File: config.mk
export PLATFORM = sky130hd
export DESIGN_NAME = ahb_mbox_addr_phase
export DESIGN_NICKNAME = d
export VERILOG_FILES = /design/src/verilog/ahb_mbox_pkg.sv /design/src/verilog/ahb_mbox_addr_phase.sv
export SDC_FILE = /design/constraint.sdc
export NUM_CORES = 1
export LEC_CHECK = 0
export BUFFER_PORTS_ARGS = -buffer_cell sky130_fd_sc_hd__buf_2
export CELL_PAD_IN_SITES_DETAIL_PLACEMENT = 1
export CELL_PAD_IN_SITES_GLOBAL_PLACEMENT = 2
export CORE_MARGIN = 2
export CORE_UTILIZATION = 17
export DETAILED_ROUTE_END_ITERATION = 10
export PLACE_DENSITY_LB_ADDON = 0.15
export SYNTH_ARGS = -nofsm -noshare
export SYNTH_HDL_FRONTEND = slang
export SYNTH_SLANG_ARGS = --single-unit
File: constraint.sdc
create_clock -name hclk_i -period 0.8 [get_ports hclk_i]
set_clock_uncertainty 0.15 [all_clocks]
set_input_delay 0.04 -clock hclk_i [delete_from_list [all_inputs] [get_ports hclk_i]]
set_output_delay 0.04 -clock hclk_i [all_outputs]
set_load 0.01 [all_outputs]
File: src/verilog/ahb_mbox_pkg.sv
// Shared constants and types for the AHB-Lite mailbox slave
// Every mailbox module imports this inside its body and uses scoped
// names in its port list where a width or type is needed there

package ahb_mbox_pkg;

    // Fixed at 32 because the control word layout depends on it
    localparam int mbox_data_width = 32;

    // AHB transfer types
    localparam logic [1:0] htrans_idle   = 2'b00;
    localparam logic [1:0] htrans_busy   = 2'b01;
    localparam logic [1:0] htrans_nonseq = 2'b10;
    localparam logic [1:0] htrans_seq    = 2'b11;

    // AHB-Lite responses
    localparam logic [1:0] hresp_okay  = 2'b00;
    localparam logic [1:0] hresp_error = 2'b01;

    localparam logic [2:0] hsize_word = 3'b010;  // Only legal transfer size

    // Address bit that selects the message RAM (set) or the control registers (clear)
    localparam int mbox_region_bit = 15;

    // Word index width inside one half of the address space
    localparam int mbox_word_aw = mbox_region_bit - 2;

    typedef struct packed {
        logic        intr;  // Raises irq_o while set
        logic        full;  // Set while a message waits to be taken
        logic [6:0]  rsvd;
        logic [14:0] size;  // Message size in bytes
        logic [7:0]  id;
    } mbox_ctrl_s;

    // The bus sees a raw word, the interrupt logic sees the fields
    typedef union packed {
        logic [mbox_data_width-1:0] raw;
        mbox_ctrl_s                 f;
    } mbox_ctrl_u;

endpackage
File: src/verilog/ahb_mbox_addr_phase.sv
// Address-phase capture for the mailbox slave
// Qualifies each AHB transfer, decodes RAM or register space, raises the
// read strobes in the address phase and registers the data-phase controls
`timescale 1ns/1ps

module ahb_mbox_addr_phase #(
    parameter int A_WIDTH = 32
) (
    input  logic                                      hclk_i,
    input  logic                                      hresetn_i,
    input  logic                                      hsel_i,
    input  logic [A_WIDTH-1:0]                        haddr_i,
    input  logic [1:0]                                htrans_i,
    input  logic [2:0]                                hsize_i,
    input  logic                                      hwrite_i,
    input  logic                                      hready_i,
    output logic                                      ap_ram_rd_o,
    output logic                                      ap_reg_rd_o,
    output logic [ahb_mbox_pkg::mbox_word_aw-1:0]     ap_word_addr_o,
    output logic [ahb_mbox_pkg::mbox_region_bit-1:0]  ap_reg_off_o,
    output logic                                      dp_valid_o,
    output logic                                      dp_write_o,
    output logic                                      dp_ram_o,
    output logic                                      dp_err_o,
    output logic [ahb_mbox_pkg::mbox_word_aw-1:0]     dp_word_addr_o,
    output logic [ahb_mbox_pkg::mbox_region_bit-1:0]  dp_reg_off_o
);

import ahb_mbox_pkg::*;

logic accept;
logic size_ok;
logic is_ram;

// Busy and idle transfers are ignored, as is anything during a stall
assign accept  = hsel_i && hready_i &&
                 (htrans_i == htrans_nonseq || htrans_i == htrans_seq);
assign size_ok = (hsize_i == hsize_word);
assign is_ram  = haddr_i[mbox_region_bit];

// Illegal sizes never read, so storage read data stays untouched
assign ap_ram_rd_o    = accept && size_ok && !hwrite_i && is_ram;
assign ap_reg_rd_o    = accept && size_ok && !hwrite_i && !is_ram;
assign ap_word_addr_o = haddr_i[mbox_region_bit-1:2];
assign ap_reg_off_o   = haddr_i[mbox_region_bit-1:0];

always_ff @(posedge hclk_i or negedge hresetn_i) begin
    if (!hresetn_i) begin
        dp_valid_o <= 1'b0;
        dp_write_o <= 1'b0;
        dp_ram_o   <= 1'b0;
        dp_err_o   <= 1'b0;
    end else begin
        dp_valid_o <= accept;  // Drops during the stalled ERROR cycle
        dp_write_o <= accept && hwrite_i;
        dp_ram_o   <= accept && is_ram;
        dp_err_o   <= accept && !size_ok;
    end
end

always_ff @(posedge hclk_i) begin
    if (accept) begin
        dp_word_addr_o <= ap_word_addr_o;
        dp_reg_off_o   <= ap_reg_off_o;
    end
end

// An ERROR data phase holds hready low for its first cycle, so no new
// transfer, and no write, is captured while the error is being answered
assert property (@(posedge hclk_i) disable iff (!hresetn_i)
    dp_valid_o && dp_err_o |-> !hready_i)
    else $error("Transfer captured behind an ERROR data phase");

endmodule

After elaboration in Yosys (flattened, before gate mapping)

Cells that the tools add are included.

Equality and inequality tests: 3
Reduce and logical (&&, ||, !) cells: 13

Operator list:

| operator           | number |
|---|---|
| $logic_and 1x1->1  | 9 |
| $eq 2x2->1 const B | 2 |
| $eq 3x2->1 const B | 1 |
| $logic_not 1->1    | 3 |
| $logic_or 1x1->1   | 1 |

Register bits: 32
Input port bits: 42
Output and inout bits: 62
Logic and storage cells: 22

Longest topological paths before layout

Gate-level depths: netlist (run 1).

Depth in word-level cells: 6
Gate-level depth with buffers: 2
Depth with buffers taken out: 2

Worst setup path before layout (run 1)

OpenSTA, ideal clock, no wires.

Kind: input-to-reg
Start: in htrans_i[1]
End: reg dp_reg_off_o[0] (netlist bit) (enable)
Library setup time: 0.375 ns
Arrival: 0.545 ns
Required time: 0.275 ns
Path slack: -0.270 ns
Stages on the path: 1
Path buffers: 0
Cell sequence: and3_1

Cells in the longest elaborated chain, start to end: 3
Elaborated cells between the ends (all ways): 4

RTL lines:

| item                 | line                      | source |
|---|---|---|
| from (decl)          | ahb_mbox_addr_phase.sv:13 | `input logic [1:0] htrans_i,` |
| $eq 2x2->1           | ahb_mbox_addr_phase.sv:37 | `(htrans_i == htrans_nonseq \|\| htrans_i == htrans_seq);` |
| $logic_or 1x1->1 *   | ahb_mbox_addr_phase.sv:37 |  |
| $logic_and 1x1->1 *  | ahb_mbox_addr_phase.sv:36 | `assign accept = hsel_i && hready_i &&` |
| to (signal assigned) | ahb_mbox_addr_phase.sv:64 | `dp_reg_off_o <= ap_reg_off_o;` |
| to (decl)            | ahb_mbox_addr_phase.sv:26 | `output logic [ahb_mbox_pkg::mbox_region_bit-1:0] dp_reg_off_o` |

Mark *: on every way between the ends. The rest lies on a longest branch, timed or not.
A chain may end at the register's enable or synchronous reset.

==> results of run 1 <==
==> worst max-delay path by stage <==
stage | endpoint | slack [ns]
2_1_floorplan | ap_ram_rd_o | -0.02
3_3_place_gp | dp_word_addr_o[11] | -0.18
3_5_place_dp | dp_word_addr_o[8] | -0.18
4_1_cts | dp_reg_off_o[5] | -0.20
5_1_grt | dp_reg_off_o[11] | -0.23
6_report | dp_reg_off_o[6] | -0.18
==> synthesized netlist by cell type <==
master	count	area, um2
edfxtp_1	15	450.4
nand4b_1	1	8.760
nor4_1	2	12.51
inv_1	1	3.750
and2_1	1	6.260
buf_4	41	307.8
nand2b_1	1	6.260
and3_1	1	6.260
o21a_1	1	7.510
and2_2	1	7.510
dfrtp_1	4	100.1
==> layout make-up <==
type,instances,area share [%]
Multi-Input combinational cell,8,5.955
Timing Repair Buffer,87,37.68
Inverter,1,0.3080
Tap cell,70,7.187
Clock buffer,4,3.696
Sequential cell,19,45.17
==> through the flow <==
| stage | total power, mW | cells |
|---|---|---|
| 5_1_grt | 2.259 | 189 |
| 2_1_floorplan | 1.399 | 69 |
| 3_5_place_dp | 1.488 | 184 |
| 6_report | 2.134 | 189 |
| 4_1_cts | 2.183 | 189 |
| 3_3_place_gp | 1.483 | 184 |
==> logic make-up (layout without fill, tap and decap cells) <==
kind of cell	after synthesis	in the layout	synth area share, %
buffers and inverters	42	92	33.97
flip-flops	19	19	60.03
AND/OR/NAND/NOR	7	7	5.186
AO/OA/AOI/OAI	1	1	0.8189
==> metal layers <==
layer  up-vias  GRT usage [%]
li1        290              -
met1       294          5.588
met2        48          12.70
met3         2          3.372
met4         0          3.214
met5         -              0
==> cells in the final DEF (no fill, tap or decap) <==
master and instances:
dlygate4sd3_1 1, clkbuf_8 3, o21a_1 1, and3_4 1
nand2b_1 1, buf_6 3, and2_1 1, nand4b_1 1
buf_2 83, inv_1 1, dfrtp_1 4, edfxtp_1 15
clkbuf_1 1, and2_2 1, nor4_2 2
==> timing repair <==
item | CTS | global route
resized for setup | 1 | 4
hold endpoints to repair | 22 | 22
pin swaps | 0 | 0
setup endpoints to repair | 34 | 34
==> registers in the layout (all words and copies together) (netlist names) <==
register / cells
dp_word_addr_o: 13
dp_write_o: 1
dp_err_o: 1
dp_valid_o: 1
dp_reg_off_o: 2
dp_ram_o: 1
==> power by group <==
part	leakage (nW)	switching, mW	internal, mW
logic	0.378	0.185	0.155
clock network	0.0228	0.310	0.353
registers	0.192	0.0152	1.11
total	0.593	0.510	1.62
==> run_summary.xml, run 1 <==
<?xml version="1.0" encoding="UTF-8"?>
<metrics>
  <group name="finish">
    <metric name="final_layout_size_suffix_gt1_share" unit="%">78.15</metric>
    <metric name="seq_area" unit="um2">550.5</metric>
    <metric name="design.final.nets" unit="">162</metric>
    <metric name="final.fill_count" unit="">614</metric>
    <metric name="multi_input_area" unit="um2">72.57</metric>
    <metric name="postLayoutCellArea" unit="mm2">0.001219</metric>
    <metric name="antenna_cell_count" unit="">0</metric>
    <metric name="fin_util" unit="%">23.56</metric>
    <metric name="areaGrowthSynthToFinish" unit="%">32.88</metric>
  </group>
  <group name="routing">
    <metric name="vias_per_cell" unit="">3.354</metric>
    <metric name="drt-initial-drc-count" unit="">28</metric>
    <metric name="via_count" unit="">634</metric>
    <metric name="post_drt_wl_per_cell" unit="um">10.72</metric>
    <metric name="met2RoutedLength" unit="um">1090</metric>
    <metric name="detailroute.wirelength.met3" unit="um">227</metric>
    <metric name="topRoutingLayerUsed" unit="">met4</metric>
    <metric name="detail_route.first_pass.iterations" unit="">3</metric>
    <metric name="route.final.wire_length" unit="um">2026</metric>
    <metric name="drcViolationCount" unit="">0</metric>
    <metric name="ant_nets" unit="">0</metric>
    <metric name="met1_length" unit="um">671</metric>
  </group>
  <group name="global_routing">
    <metric name="global_route_total_overflow" unit="">0</metric>
    <metric name="grt.total_usage" unit="%">6.654</metric>
    <metric name="grt_first_pass_wirelength" unit="um">3015</metric>
    <metric name="grt_max_degree" unit="">20</metric>
    <metric name="first_global_vias" unit="">641</metric>
    <metric name="antenna_found_initial" unit="">0</metric>
  </group>
  <group name="clock_tree">
    <metric name="cts.root.buffer_cell" unit="">clkbuf_8</metric>
    <metric name="cts-hold-fix-buffers" unit="">1</metric>
    <metric name="h_tree_depth" unit="">1</metric>
    <metric name="post_cts_buffers" unit="">0</metric>
    <metric name="numClockSinks" unit="">19</metric>
    <metric name="cts_tree" unit="">yes</metric>
    <metric name="numCtsBuffers" unit="">3</metric>
    <metric name="clock_tree.buffer_depth" unit="">2</metric>
    <metric name="clk_transition_reported_paths" unit="ns">0.07</metric>
  </group>
  <group name="min_path">
    <metric name="min_path_type" unit="">input port to flip-flop</metric>
    <metric name="whs_path_depth" unit="">1</metric>
    <metric name="worstHoldStart" unit="">haddr_i[12]</metric>
    <metric name="timing.hold.worst_endpoint" unit="">dp_word_addr_o[10]</metric>
  </group>
  <group name="critical_path">
    <metric name="cp-startpoint" unit="">dp_word_addr_o[4]</metric>
    <metric name="critical_path_fanout_max" unit="">2</metric>
    <metric name="critPathRequiredTime" unit="ns">0.61</metric>
    <metric name="delay_contributed_by_the_slowest_stage_of_the_critical_path" unit="ns">0.39</metric>
    <metric name="crit_buf_inv" unit="">1</metric>
    <metric name="arrival_time_worst_endpoint" unit="ns">0.79</metric>
    <metric name="critPathTopFamily" unit="">flip-flops</metric>
    <metric name="worst-path-stages" unit="">1</metric>
    <metric name="worst_path_max_delay_cell" unit="">edfxtp_1</metric>
    <metric name="critical_path.cell_chain" unit="">buf_2</metric>
    <metric name="startpoint_type" unit="">flip-flop</metric>
    <metric name="crit_type" unit="">flip-flop to output port</metric>
    <metric name="crit_path_end_kind" unit="">output port</metric>
  </group>
  <group name="yosys">
    <metric name="synth_cell_type_count" unit="">11</metric>
    <metric name="post_synth_instance_area" unit="um2">917.1</metric>
    <metric name="synth-warning-count" unit="">0</metric>
    <metric name="seq_area_frac_synth" unit="%">60.03</metric>
    <metric name="yosys_register_bits" unit="">19</metric>
    <metric name="post_synth_inst_count" unit="">69</metric>
    <metric name="post_synth.cell_area_avg" unit="um2">13.29</metric>
    <metric name="synth.net_count" unit="">111</metric>
  </group>
  <group name="sta">
    <metric name="finalHoldWorstSlack" unit="ns">-0.1680</metric>
    <metric name="finalSetupViolCount" unit="">34</metric>
    <metric name="number_of_hold_violations_in_the_final_report" unit="">22</metric>
    <metric name="postLayoutSetupSlackWorst" unit="ns">-0.1792</metric>
    <metric name="min_period" unit="ns">0.9792</metric>
    <metric name="final-max-slew-violation-count" unit="">0</metric>
    <metric name="achievable-frequency" unit="GHz">1.021</metric>
    <metric name="rsz0062_at_grt" unit="">true</metric>
    <metric name="min_period_over_period" unit="%">122.4</metric>
    <metric name="tightestPinTransition" unit="ns">0.2529</metric>
    <metric name="worst_slew_margin_rel" unit="%">83.14</metric>
    <metric name="setup_total_negative_slack" unit="ns">-5.565</metric>
  </group>
  <group name="placement">
    <metric name="place.port_buffers" unit="">86</metric>
    <metric name="place_area" unit="mm2">0.001132</metric>
    <metric name="place.gp.congestion" unit="">0.6368</metric>
    <metric name="dpl_worst_slack" unit="ns">-0.1831</metric>
    <metric name="hpwl" unit="um">1651</metric>
  </group>
  <group name="die">
    <metric name="fp.dieArea" unit="mm2">0.005999</metric>
    <metric name="initial_utilization" unit="%">17.73</metric>
    <metric name="ios" unit="">104</metric>
    <metric name="rows" unit="">26</metric>
    <metric name="fp.dieH" unit="um">77.45</metric>
    <metric name="chip_width" unit="um">77.45</metric>
    <metric name="floorplan.core_area" unit="mm2">0.005172</metric>
  </group>
  <group name="pwr">
    <metric name="power.leakage" unit="nW">0.5925</metric>
    <metric name="worst_vdd_rail_ir_drop" unit="mV">0.6353</metric>
    <metric name="powerDensity" unit="mW/mm2">1751</metric>
  </group>
  <group name="status">
    <metric name="violations" unit="">negative hold slack, negative setup slack</metric>
    <metric name="outcome" unit="">finished with violations</metric>
  </group>
  <group name="flow_run">
    <metric name="drv.max_cap_violation_count" unit="">0</metric>
  </group>
</metrics>
(Power assumes the default switching activity.)
==> run 2: changes to the inputs <==
--- a/config.mk
+++ b/config.mk
@@ -5,6 +5,7 @@
 export SDC_FILE = /design/constraint.sdc
 export NUM_CORES = 1
 export LEC_CHECK = 0
+export ABC_AREA = 1
 export BUFFER_PORTS_ARGS = -buffer_cell sky130_fd_sc_hd__buf_2
 export CELL_PAD_IN_SITES_DETAIL_PLACEMENT = 1
 export CELL_PAD_IN_SITES_GLOBAL_PLACEMENT = 2
==> run 2 against run 1 <==
Against the previous run: the run still ends with negative hold slack, negative setup slack left; cell count up 6.3%; sequential power hardly changed; synthesized area rose by 0.82%; sequential cell count did not move; wire length fell by 2.2%; final area grew 7.3%.
==> run_summary.xml, run 2 <==
<?xml version="1.0" encoding="UTF-8"?>
<metrics>
  <group name="status">
    <metric name="outcome" unit="">finished with violations</metric>
    <metric name="violations" unit="">negative hold slack, negative setup slack</metric>
  </group>
  <group name="critical_path">
    <metric name="setup.worst_path.end" unit="">dp_word_addr_o[1]</metric>
    <metric name="crit_buf_inv" unit="">1</metric>
    <metric name="crit_path_end_kind" unit="">output port</metric>
    <metric name="critical_path_fanout_max" unit="">2</metric>
    <metric name="startpoint_type" unit="">flip-flop</metric>
    <metric name="critPathTopFamily" unit="">flip-flops</metric>
    <metric name="cp-startpoint" unit="">dp_word_addr_o[1]</metric>
    <metric name="crit_type" unit="">flip-flop to output port</metric>
    <metric name="critPathRequiredTime" unit="ns">0.61</metric>
    <metric name="critical_path.cell_chain" unit="">buf_2</metric>
    <metric name="arrival_time_worst_endpoint" unit="ns">0.81</metric>
    <metric name="delay_contributed_by_the_slowest_stage_of_the_critical_path" unit="ns">0.41</metric>
    <metric name="worst-path-stages" unit="">1</metric>
    <metric name="worst_path_max_delay_cell" unit="">edfxtp_1</metric>
  </group>
  <group name="finish">
    <metric name="final.fill_count" unit="">623</metric>
    <metric name="fin_util" unit="%">25.28</metric>
    <metric name="largest_reg_flops" unit="">13</metric>
    <metric name="areaGrowthSynthToFinish" unit="%">41.41</metric>
    <metric name="postLayoutCellArea" unit="mm2">0.001308</metric>
    <metric name="layout_top_registers" unit="">dp_word_addr_o: 13 flops, dp_reg_off_o: 2 flops</metric>
    <metric name="regMostFlops" unit="">dp_word_addr_o</metric>
    <metric name="antenna_cell_count" unit="">0</metric>
    <metric name="design.final.nets" unit="">174</metric>
    <metric name="final_layout_size_suffix_gt1_share" unit="%">76.34</metric>
    <metric name="layout_commonest_cell" unit="">buf_2</metric>
    <metric name="commonest_cells_after_routing_fill_and_taps_aside" unit="">buf_2 (82), edfxtp_1 (15), nor2_1 (4), dfrtp_1 (4), buf_4 (4)</metric>
  </group>
  <group name="sta">
    <metric name="min_period" unit="ns">1.004</metric>
    <metric name="rsz0062_at_grt" unit="">true</metric>
    <metric name="min_period_over_period" unit="%">125.5</metric>
    <metric name="final-max-slew-violation-count" unit="">0</metric>
    <metric name="postLayoutSetupSlackWorst" unit="ns">-0.2044</metric>
    <metric name="achievable-frequency" unit="GHz">0.9956</metric>
    <metric name="setup_total_negative_slack" unit="ns">-5.264</metric>
    <metric name="finalHoldWorstSlack" unit="ns">-0.1663</metric>
    <metric name="worst_slew_margin_rel" unit="%">90.63</metric>
    <metric name="finalSetupViolCount" unit="">32</metric>
    <metric name="number_of_hold_violations_in_the_final_report" unit="">21</metric>
    <metric name="tightestPinTransition" unit="ns">0.1390</metric>
  </group>
  <group name="clock_tree">
    <metric name="cts.root.buffer_cell" unit="">clkbuf_8</metric>
    <metric name="numCtsBuffers" unit="">3</metric>
    <metric name="clk_transition_reported_paths" unit="ns">0.07</metric>
    <metric name="cts_tree" unit="">yes</metric>
    <metric name="numClockSinks" unit="">19</metric>
    <metric name="h_tree_depth" unit="">1</metric>
    <metric name="cts-hold-fix-buffers" unit="">2</metric>
    <metric name="clock_tree.buffer_depth" unit="">2</metric>
  </group>
  <group name="die">
    <metric name="initial_utilization" unit="%">17.88</metric>
    <metric name="ios" unit="">104</metric>
    <metric name="fp.dieH" unit="um">77.75</metric>
    <metric name="rows" unit="">26</metric>
    <metric name="floorplan.core_area" unit="mm2">0.005172</metric>
    <metric name="chip_width" unit="um">77.75</metric>
    <metric name="fp.dieArea" unit="mm2">0.006045</metric>
  </group>
  <group name="placement">
    <metric name="hpwl" unit="um">1650</metric>
    <metric name="place.port_buffers" unit="">86</metric>
    <metric name="place_area" unit="mm2">0.001181</metric>
    <metric name="place.gp.congestion" unit="">0.5942</metric>
  </group>
  <group name="routing">
    <metric name="drt-initial-drc-count" unit="">10</metric>
    <metric name="detail_route.first_pass.iterations" unit="">2</metric>
    <metric name="post_drt_wl_per_cell" unit="um">9.861</metric>
    <metric name="via_count" unit="">662</metric>
    <metric name="route.final.wire_length" unit="um">1982</metric>
    <metric name="drcViolationCount" unit="">0</metric>
    <metric name="ant_nets" unit="">0</metric>
    <metric name="vias_per_cell" unit="">3.294</metric>
  </group>
  <group name="global_routing">
    <metric name="global_route_total_overflow" unit="">0</metric>
    <metric name="first_global_vias" unit="">707</metric>
    <metric name="grt_first_pass_wirelength" unit="um">3125</metric>
    <metric name="grt.total_usage" unit="%">6.709</metric>
    <metric name="grt_max_degree" unit="">18</metric>
    <metric name="antenna_found_initial" unit="">0</metric>
  </group>
  <group name="pwr">
    <metric name="p_seq_share" unit="%">52.7</metric>
    <metric name="cellInternalPower" unit="mW">1.653</metric>
    <metric name="powerDensity" unit="mW/mm2">1642</metric>
    <metric name="swShare" unit="%">23.00</metric>
    <metric name="power.leakage" unit="nW">0.6614</metric>
    <metric name="switchingPower" unit="mW">0.4938</metric>
    <metric name="comb_power_share" unit="%">17.7</metric>
    <metric name="totalPowerFinal" unit="mW">2.147</metric>
    <metric name="worst_vdd_rail_ir_drop" unit="mV">0.4449</metric>
    <metric name="p_clk_share" unit="%">29.7</metric>
  </group>
  <group name="yosys">
    <metric name="ys_top_cells_by_area" unit="">edfxtp_1 (49%), buf_4 (33%), dfrtp_1 (11%)</metric>
    <metric name="post_synth_instance_area" unit="um2">924.6</metric>
    <metric name="synth_edf_count" unit="">15</metric>
    <metric name="synthDominantCellAreaShare" unit="%">48.71</metric>
    <metric name="post_synth.cell_area_avg" unit="um2">12.33</metric>
    <metric name="async_flop_share" unit="%">21.05</metric>
    <metric name="synth_cell_type_count" unit="">9</metric>
    <metric name="synth.net_count" unit="">117</metric>
    <metric name="yosys.cell_count.top_type" unit="">buf_4</metric>
    <metric name="synthTopCellsByCount" unit="">buf_4 (41), edfxtp_1 (15), inv_1 (5), nor2_1 (5), dfrtp_1 (4)</metric>
    <metric name="synthFlopType" unit="">edfxtp_1</metric>
    <metric name="synthDominantAreaCellType" unit="">edfxtp_1</metric>
    <metric name="seq_area_frac_synth" unit="%">59.54</metric>
    <metric name="yosys_register_bits" unit="">19</metric>
    <metric name="synth-warning-count" unit="">0</metric>
    <metric name="post_synth_inst_count" unit="">75</metric>
  </group>
  <group name="min_path">
    <metric name="min_path_type" unit="">input port to flip-flop</metric>
    <metric name="whs_path_depth" unit="">1</metric>
  </group>
  <group name="flow_run">
    <metric name="drv.max_cap_violation_count" unit="">0</metric>
  </group>
</metrics>
==> run 2: changes by cell type after synthesis, sizes merged, moves of 2 or more <==
cell   change
nor2       +6
inv        +4
and2       -2
nand2      +2
nor4       -2
==> run 2: cells by family after synthesis <==
| logic type | synth area share, % |
|---|---|
| AO/OA/AOI/OAI | 0.5408 |
| flip-flops | 59.54 |
| buffers and inverters | 35.32 |
| AND/OR/NAND/NOR | 4.602 |
==> run 2: per-stage QoR <==
stage                     std cells  hold WS, ns  setup slack [ns]
after floorplan                  75      -0.4056          -0.04305
after global placement          193      -0.3059           -0.1068
after detailed placement        193      -0.3030           -0.1136
after CTS                       198      -0.1733           -0.2166
after global routing            201      -0.1695           -0.2342
final                           201      -0.1663           -0.2044
==> run 2: per-layer routing <==
layer | wire [um] | GRT usage (%)
met1 | 673 | 6.672
met2 | 1038 | 11.98
met3 | 229 | 1.744
met4 | 41 | 4.821
met5 | 0 | 0
==> run 2: what timing repair did <==
item,CTS,global route
setup buffers,0,3
endpoints found under the setup margin,34,35
cloned,0,0
gates resized for setup,4,8
hold endpoints to repair,22,21
pin swaps,4,7
==> run 2: power by group through the flow <==
stage	clock (mW)	sequential, mW	combinational [mW]
CTS	0.680	1.13	0.362
finish	0.637	1.13	0.379
global placement	0	1.15	0.349
global route	0.702	1.14	0.416
floorplan	0	1.18	0.225
detailed placement	0	1.15	0.351
==> run 2: final cells by class <==
| class | count | area [um2] | share of cell area (%) |
|---|---|---|---|
| Inverter | 5 | 27.53 | 2.105 |
| Sequential cell | 19 | 550.5 | 42.11 |
| Timing Repair Buffer | 93 | 531.8 | 40.67 |
| Multi-Input combinational cell | 10 | 65.06 | 4.976 |
| Clock buffer | 4 | 45.04 | 3.445 |
| Tap cell | 70 | 87.58 | 6.699 |
==> run 2: worst min path at each step <==
stage / from / end / slack (ns)
after floorplan: hresetn_i / dp_err_o / -0.41
after global placement: hresetn_i / dp_err_o / -0.31
after detailed placement: hresetn_i / dp_ram_o / -0.30
after CTS: haddr_i[8] / dp_word_addr_o[6] / -0.17
after global routing: haddr_i[9] / dp_word_addr_o[7] / -0.17
final: haddr_i[1] / dp_reg_off_o[1] / -0.17
==> run 3: changes to the inputs <==
==> constraint.sdc (replaced) <==
create_clock -name hclk_i -period 0.8 [get_ports hclk_i]
set_clock_uncertainty 0.15 [all_clocks]
set_input_delay 0.16 -clock hclk_i [delete_from_list [all_inputs] [get_ports hclk_i]]
set_output_delay 0.16 -clock hclk_i [all_outputs]
set_load 0.01 [all_outputs]
==> run 3 against run 2 <==
Against the previous run: the run still ends with negative hold slack, negative setup slack left; via count grew 1.2%; final area is 3.8% higher; cell count increased by 0.50%; global-route usage is 0.18 points higher; worst setup slack got worse by 0.11 ns; sequential share of layout area fell by 1.6 points; sequential power about the same; die area did not move; critical path depth unchanged; fmax fell by 9.8%.
==> run_summary.xml, run 3 (same netlist as run 2, synthesis figures left out) <==
<?xml version="1.0" encoding="UTF-8"?>
<metrics>
  <group name="status">
    <metric name="outcome" unit="">finished with violations</metric>
    <metric name="violations" unit="">negative hold slack, negative setup slack</metric>
  </group>
  <group name="clock_tree">
    <metric name="cts_tree" unit="">yes</metric>
    <metric name="clock_tree.buffer_depth" unit="">2</metric>
    <metric name="cts-hold-fix-buffers" unit="">1</metric>
    <metric name="cts.root.buffer_cell" unit="">clkbuf_8</metric>
    <metric name="numCtsBuffers" unit="">3</metric>
    <metric name="h_tree_depth" unit="">1</metric>
    <metric name="numClockSinks" unit="">19</metric>
    <metric name="clk_transition_reported_paths" unit="ns">0.07</metric>
  </group>
  <group name="placement">
    <metric name="place.port_buffers" unit="">86</metric>
    <metric name="dpl.cell_count" unit="">194</metric>
    <metric name="place_area" unit="mm2">0.001181</metric>
    <metric name="hpwl" unit="um">1818</metric>
    <metric name="place.gp.congestion" unit="">0.6317</metric>
    <metric name="dpl_worst_slack" unit="ns">-0.2991</metric>
  </group>
  <group name="routing">
    <metric name="vias_per_cell" unit="">3.317</metric>
    <metric name="route.final.wire_length" unit="um">2140</metric>
    <metric name="via_count" unit="">670</metric>
    <metric name="detail_route.first_pass.iterations" unit="">3</metric>
    <metric name="drcViolationCount" unit="">0</metric>
    <metric name="ant_nets" unit="">0</metric>
    <metric name="drt-initial-drc-count" unit="">15</metric>
    <metric name="post_drt_wl_per_cell" unit="um">10.59</metric>
  </group>
  <group name="critical_path">
    <metric name="critical_path.cell_chain" unit="">buf_2</metric>
    <metric name="critical_path_fanout_max" unit="">2</metric>
    <metric name="crit_path_end_kind" unit="">output port</metric>
    <metric name="crit_type" unit="">flip-flop to output port</metric>
    <metric name="crit_buf_inv" unit="">1</metric>
    <metric name="worst_path_max_delay_cell" unit="">edfxtp_1</metric>
    <metric name="worst-path-stages" unit="">1</metric>
    <metric name="startpoint_type" unit="">flip-flop</metric>
    <metric name="arrival_time_worst_endpoint" unit="ns">0.80</metric>
    <metric name="critPathTopFamily" unit="">flip-flops</metric>
    <metric name="delay_contributed_by_the_slowest_stage_of_the_critical_path" unit="ns">0.40</metric>
    <metric name="critPathRequiredTime" unit="ns">0.49</metric>
  </group>
  <group name="finish">
    <metric name="commonest_cells_after_routing_fill_and_taps_aside" unit="">buf_2 (78), edfxtp_1 (15), buf_6 (10)</metric>
    <metric name="final.fill_count" unit="">608</metric>
    <metric name="finish.cell_count_without_fillers" unit="">202</metric>
    <metric name="final_layout_size_suffix_gt1_share" unit="%">80.30</metric>
    <metric name="regMostFlops" unit="">dp_word_addr_o</metric>
    <metric name="areaGrowthSynthToFinish" unit="%">46.82</metric>
    <metric name="layout_commonest_cell" unit="">buf_2</metric>
    <metric name="antenna_cell_count" unit="">0</metric>
    <metric name="design.final.nets" unit="">175</metric>
    <metric name="layout_top_registers" unit="">dp_word_addr_o: 13 flops, dp_reg_off_o: 2 flops</metric>
    <metric name="largest_reg_flops" unit="">13</metric>
    <metric name="postLayoutCellArea" unit="mm2">0.001358</metric>
  </group>
  <group name="sta">
    <metric name="finalSetupViolCount" unit="">50</metric>
    <metric name="achievable-frequency" unit="GHz">0.8977</metric>
    <metric name="final-max-slew-violation-count" unit="">0</metric>
    <metric name="rsz0062_at_grt" unit="">true</metric>
    <metric name="postLayoutSetupSlackWorst" unit="ns">-0.3139</metric>
    <metric name="tightestPinTransition" unit="ns">0.1077</metric>
    <metric name="finalHoldWorstSlack" unit="ns">-0.04977</metric>
    <metric name="min_period" unit="ns">1.114</metric>
    <metric name="worst_slew_margin_rel" unit="%">92.81</metric>
    <metric name="number_of_hold_violations_in_the_final_report" unit="">16</metric>
    <metric name="min_period_over_period" unit="%">139.2</metric>
  </group>
  <group name="min_path">
    <metric name="whs_path_depth" unit="">1</metric>
    <metric name="min_path_type" unit="">input port to flip-flop</metric>
  </group>
  <group name="die">
    <metric name="initial_utilization" unit="%">17.88</metric>
    <metric name="chip_width" unit="um">77.75</metric>
    <metric name="fp.dieH" unit="um">77.75</metric>
    <metric name="rows" unit="">26</metric>
    <metric name="fp.dieArea" unit="mm2">0.006045</metric>
    <metric name="floorplan.core_area" unit="mm2">0.005172</metric>
    <metric name="ios" unit="">104</metric>
  </group>
  <group name="global_routing">
    <metric name="first_global_vias" unit="">652</metric>
    <metric name="antenna_found_initial" unit="">0</metric>
    <metric name="grt_max_degree" unit="">11</metric>
    <metric name="grt_first_pass_wirelength" unit="um">3167</metric>
    <metric name="grt.total_usage" unit="%">6.885</metric>
    <metric name="global_route_total_overflow" unit="">0</metric>
  </group>
  <group name="pwr">
    <metric name="power.leakage" unit="nW">0.6660</metric>
    <metric name="worst_vdd_rail_ir_drop" unit="mV">0.4442</metric>
    <metric name="powerDensity" unit="mW/mm2">1601</metric>
  </group>
  <group name="flow_run">
    <metric name="drv.max_cap_violation_count" unit="">0</metric>
  </group>
</metrics>
## run 3: cell types whose count changed in the layout (fill, tap and decap cells not counted), moves of 2 or more
cell     change
nor2_1       -2
buf_6        +7
buf_2        -4
nand2_2      +2
## run 3: layer usage
layer,vias to the layer above,share of wire [%],track usage [%]
li1,311,-,-
met1,309,32,6.028
met2,48,52,12.16
met3,2,15,3.721
met4,0,1.6,4.286
met5,-,0,0
## run 3: area by class of cell
class	count	area (um2)	area share, %
timing repair buffer	94	575.6	42.40
tap	70	87.58	6.452
inverter	5	22.52	1.659
clock buffer	4	45.04	3.318
multi-input combinational	10	76.32	5.622
sequential	19	550.5	40.55
## run 3: final timing paths
path / startpoint / endpoint / slack [ns]
hold / removal: haddr_i[0] / dp_reg_off_o[0] / -0.05
max in group asynchronous: hresetn_i / dp_err_o / 0.29
setup / recovery: dp_word_addr_o[4] / dp_reg_off_o[6] / -0.31
min in group asynchronous: hresetn_i / dp_write_o / 0.09
## run 3: stage by stage
| step | utilization [%] | hold slack, ns | total power, mW | setup TNS, ns |
|---|---|---|---|---|
| finish | 26.25 | -0.04977 | 2.174 | -10.71 |
| global route | 26.25 | -0.06195 | 2.321 | -12.42 |
| CTS | 25.23 | -0.05753 | 2.221 | -10.77 |
| detailed placement | 22.84 | -0.1751 | 1.507 | -5.605 |
| global placement | 22.84 | -0.1817 | 1.499 | -5.294 |
| floorplan | - | -0.2856 | 1.425 | -3.846 |
## run 3: where the power goes
group	total, mW	leakage [nW]	switching [mW]	internal (mW)
combinational	0.397	0.451	0.201	0.196
clock	0.645	0.0228	0.292	0.353
sequential	1.13	0.192	0.0168	1.12
total	2.17	0.666	0.510	1.66
## run 3: timing repair
action,4_1_cts,5_1_grt
hold endpoints to repair,20,17
endpoints found under the setup margin,34,50
setup buffers,1,1
pin swaps,6,1
cloned,0,1
gates resized for setup,14,6
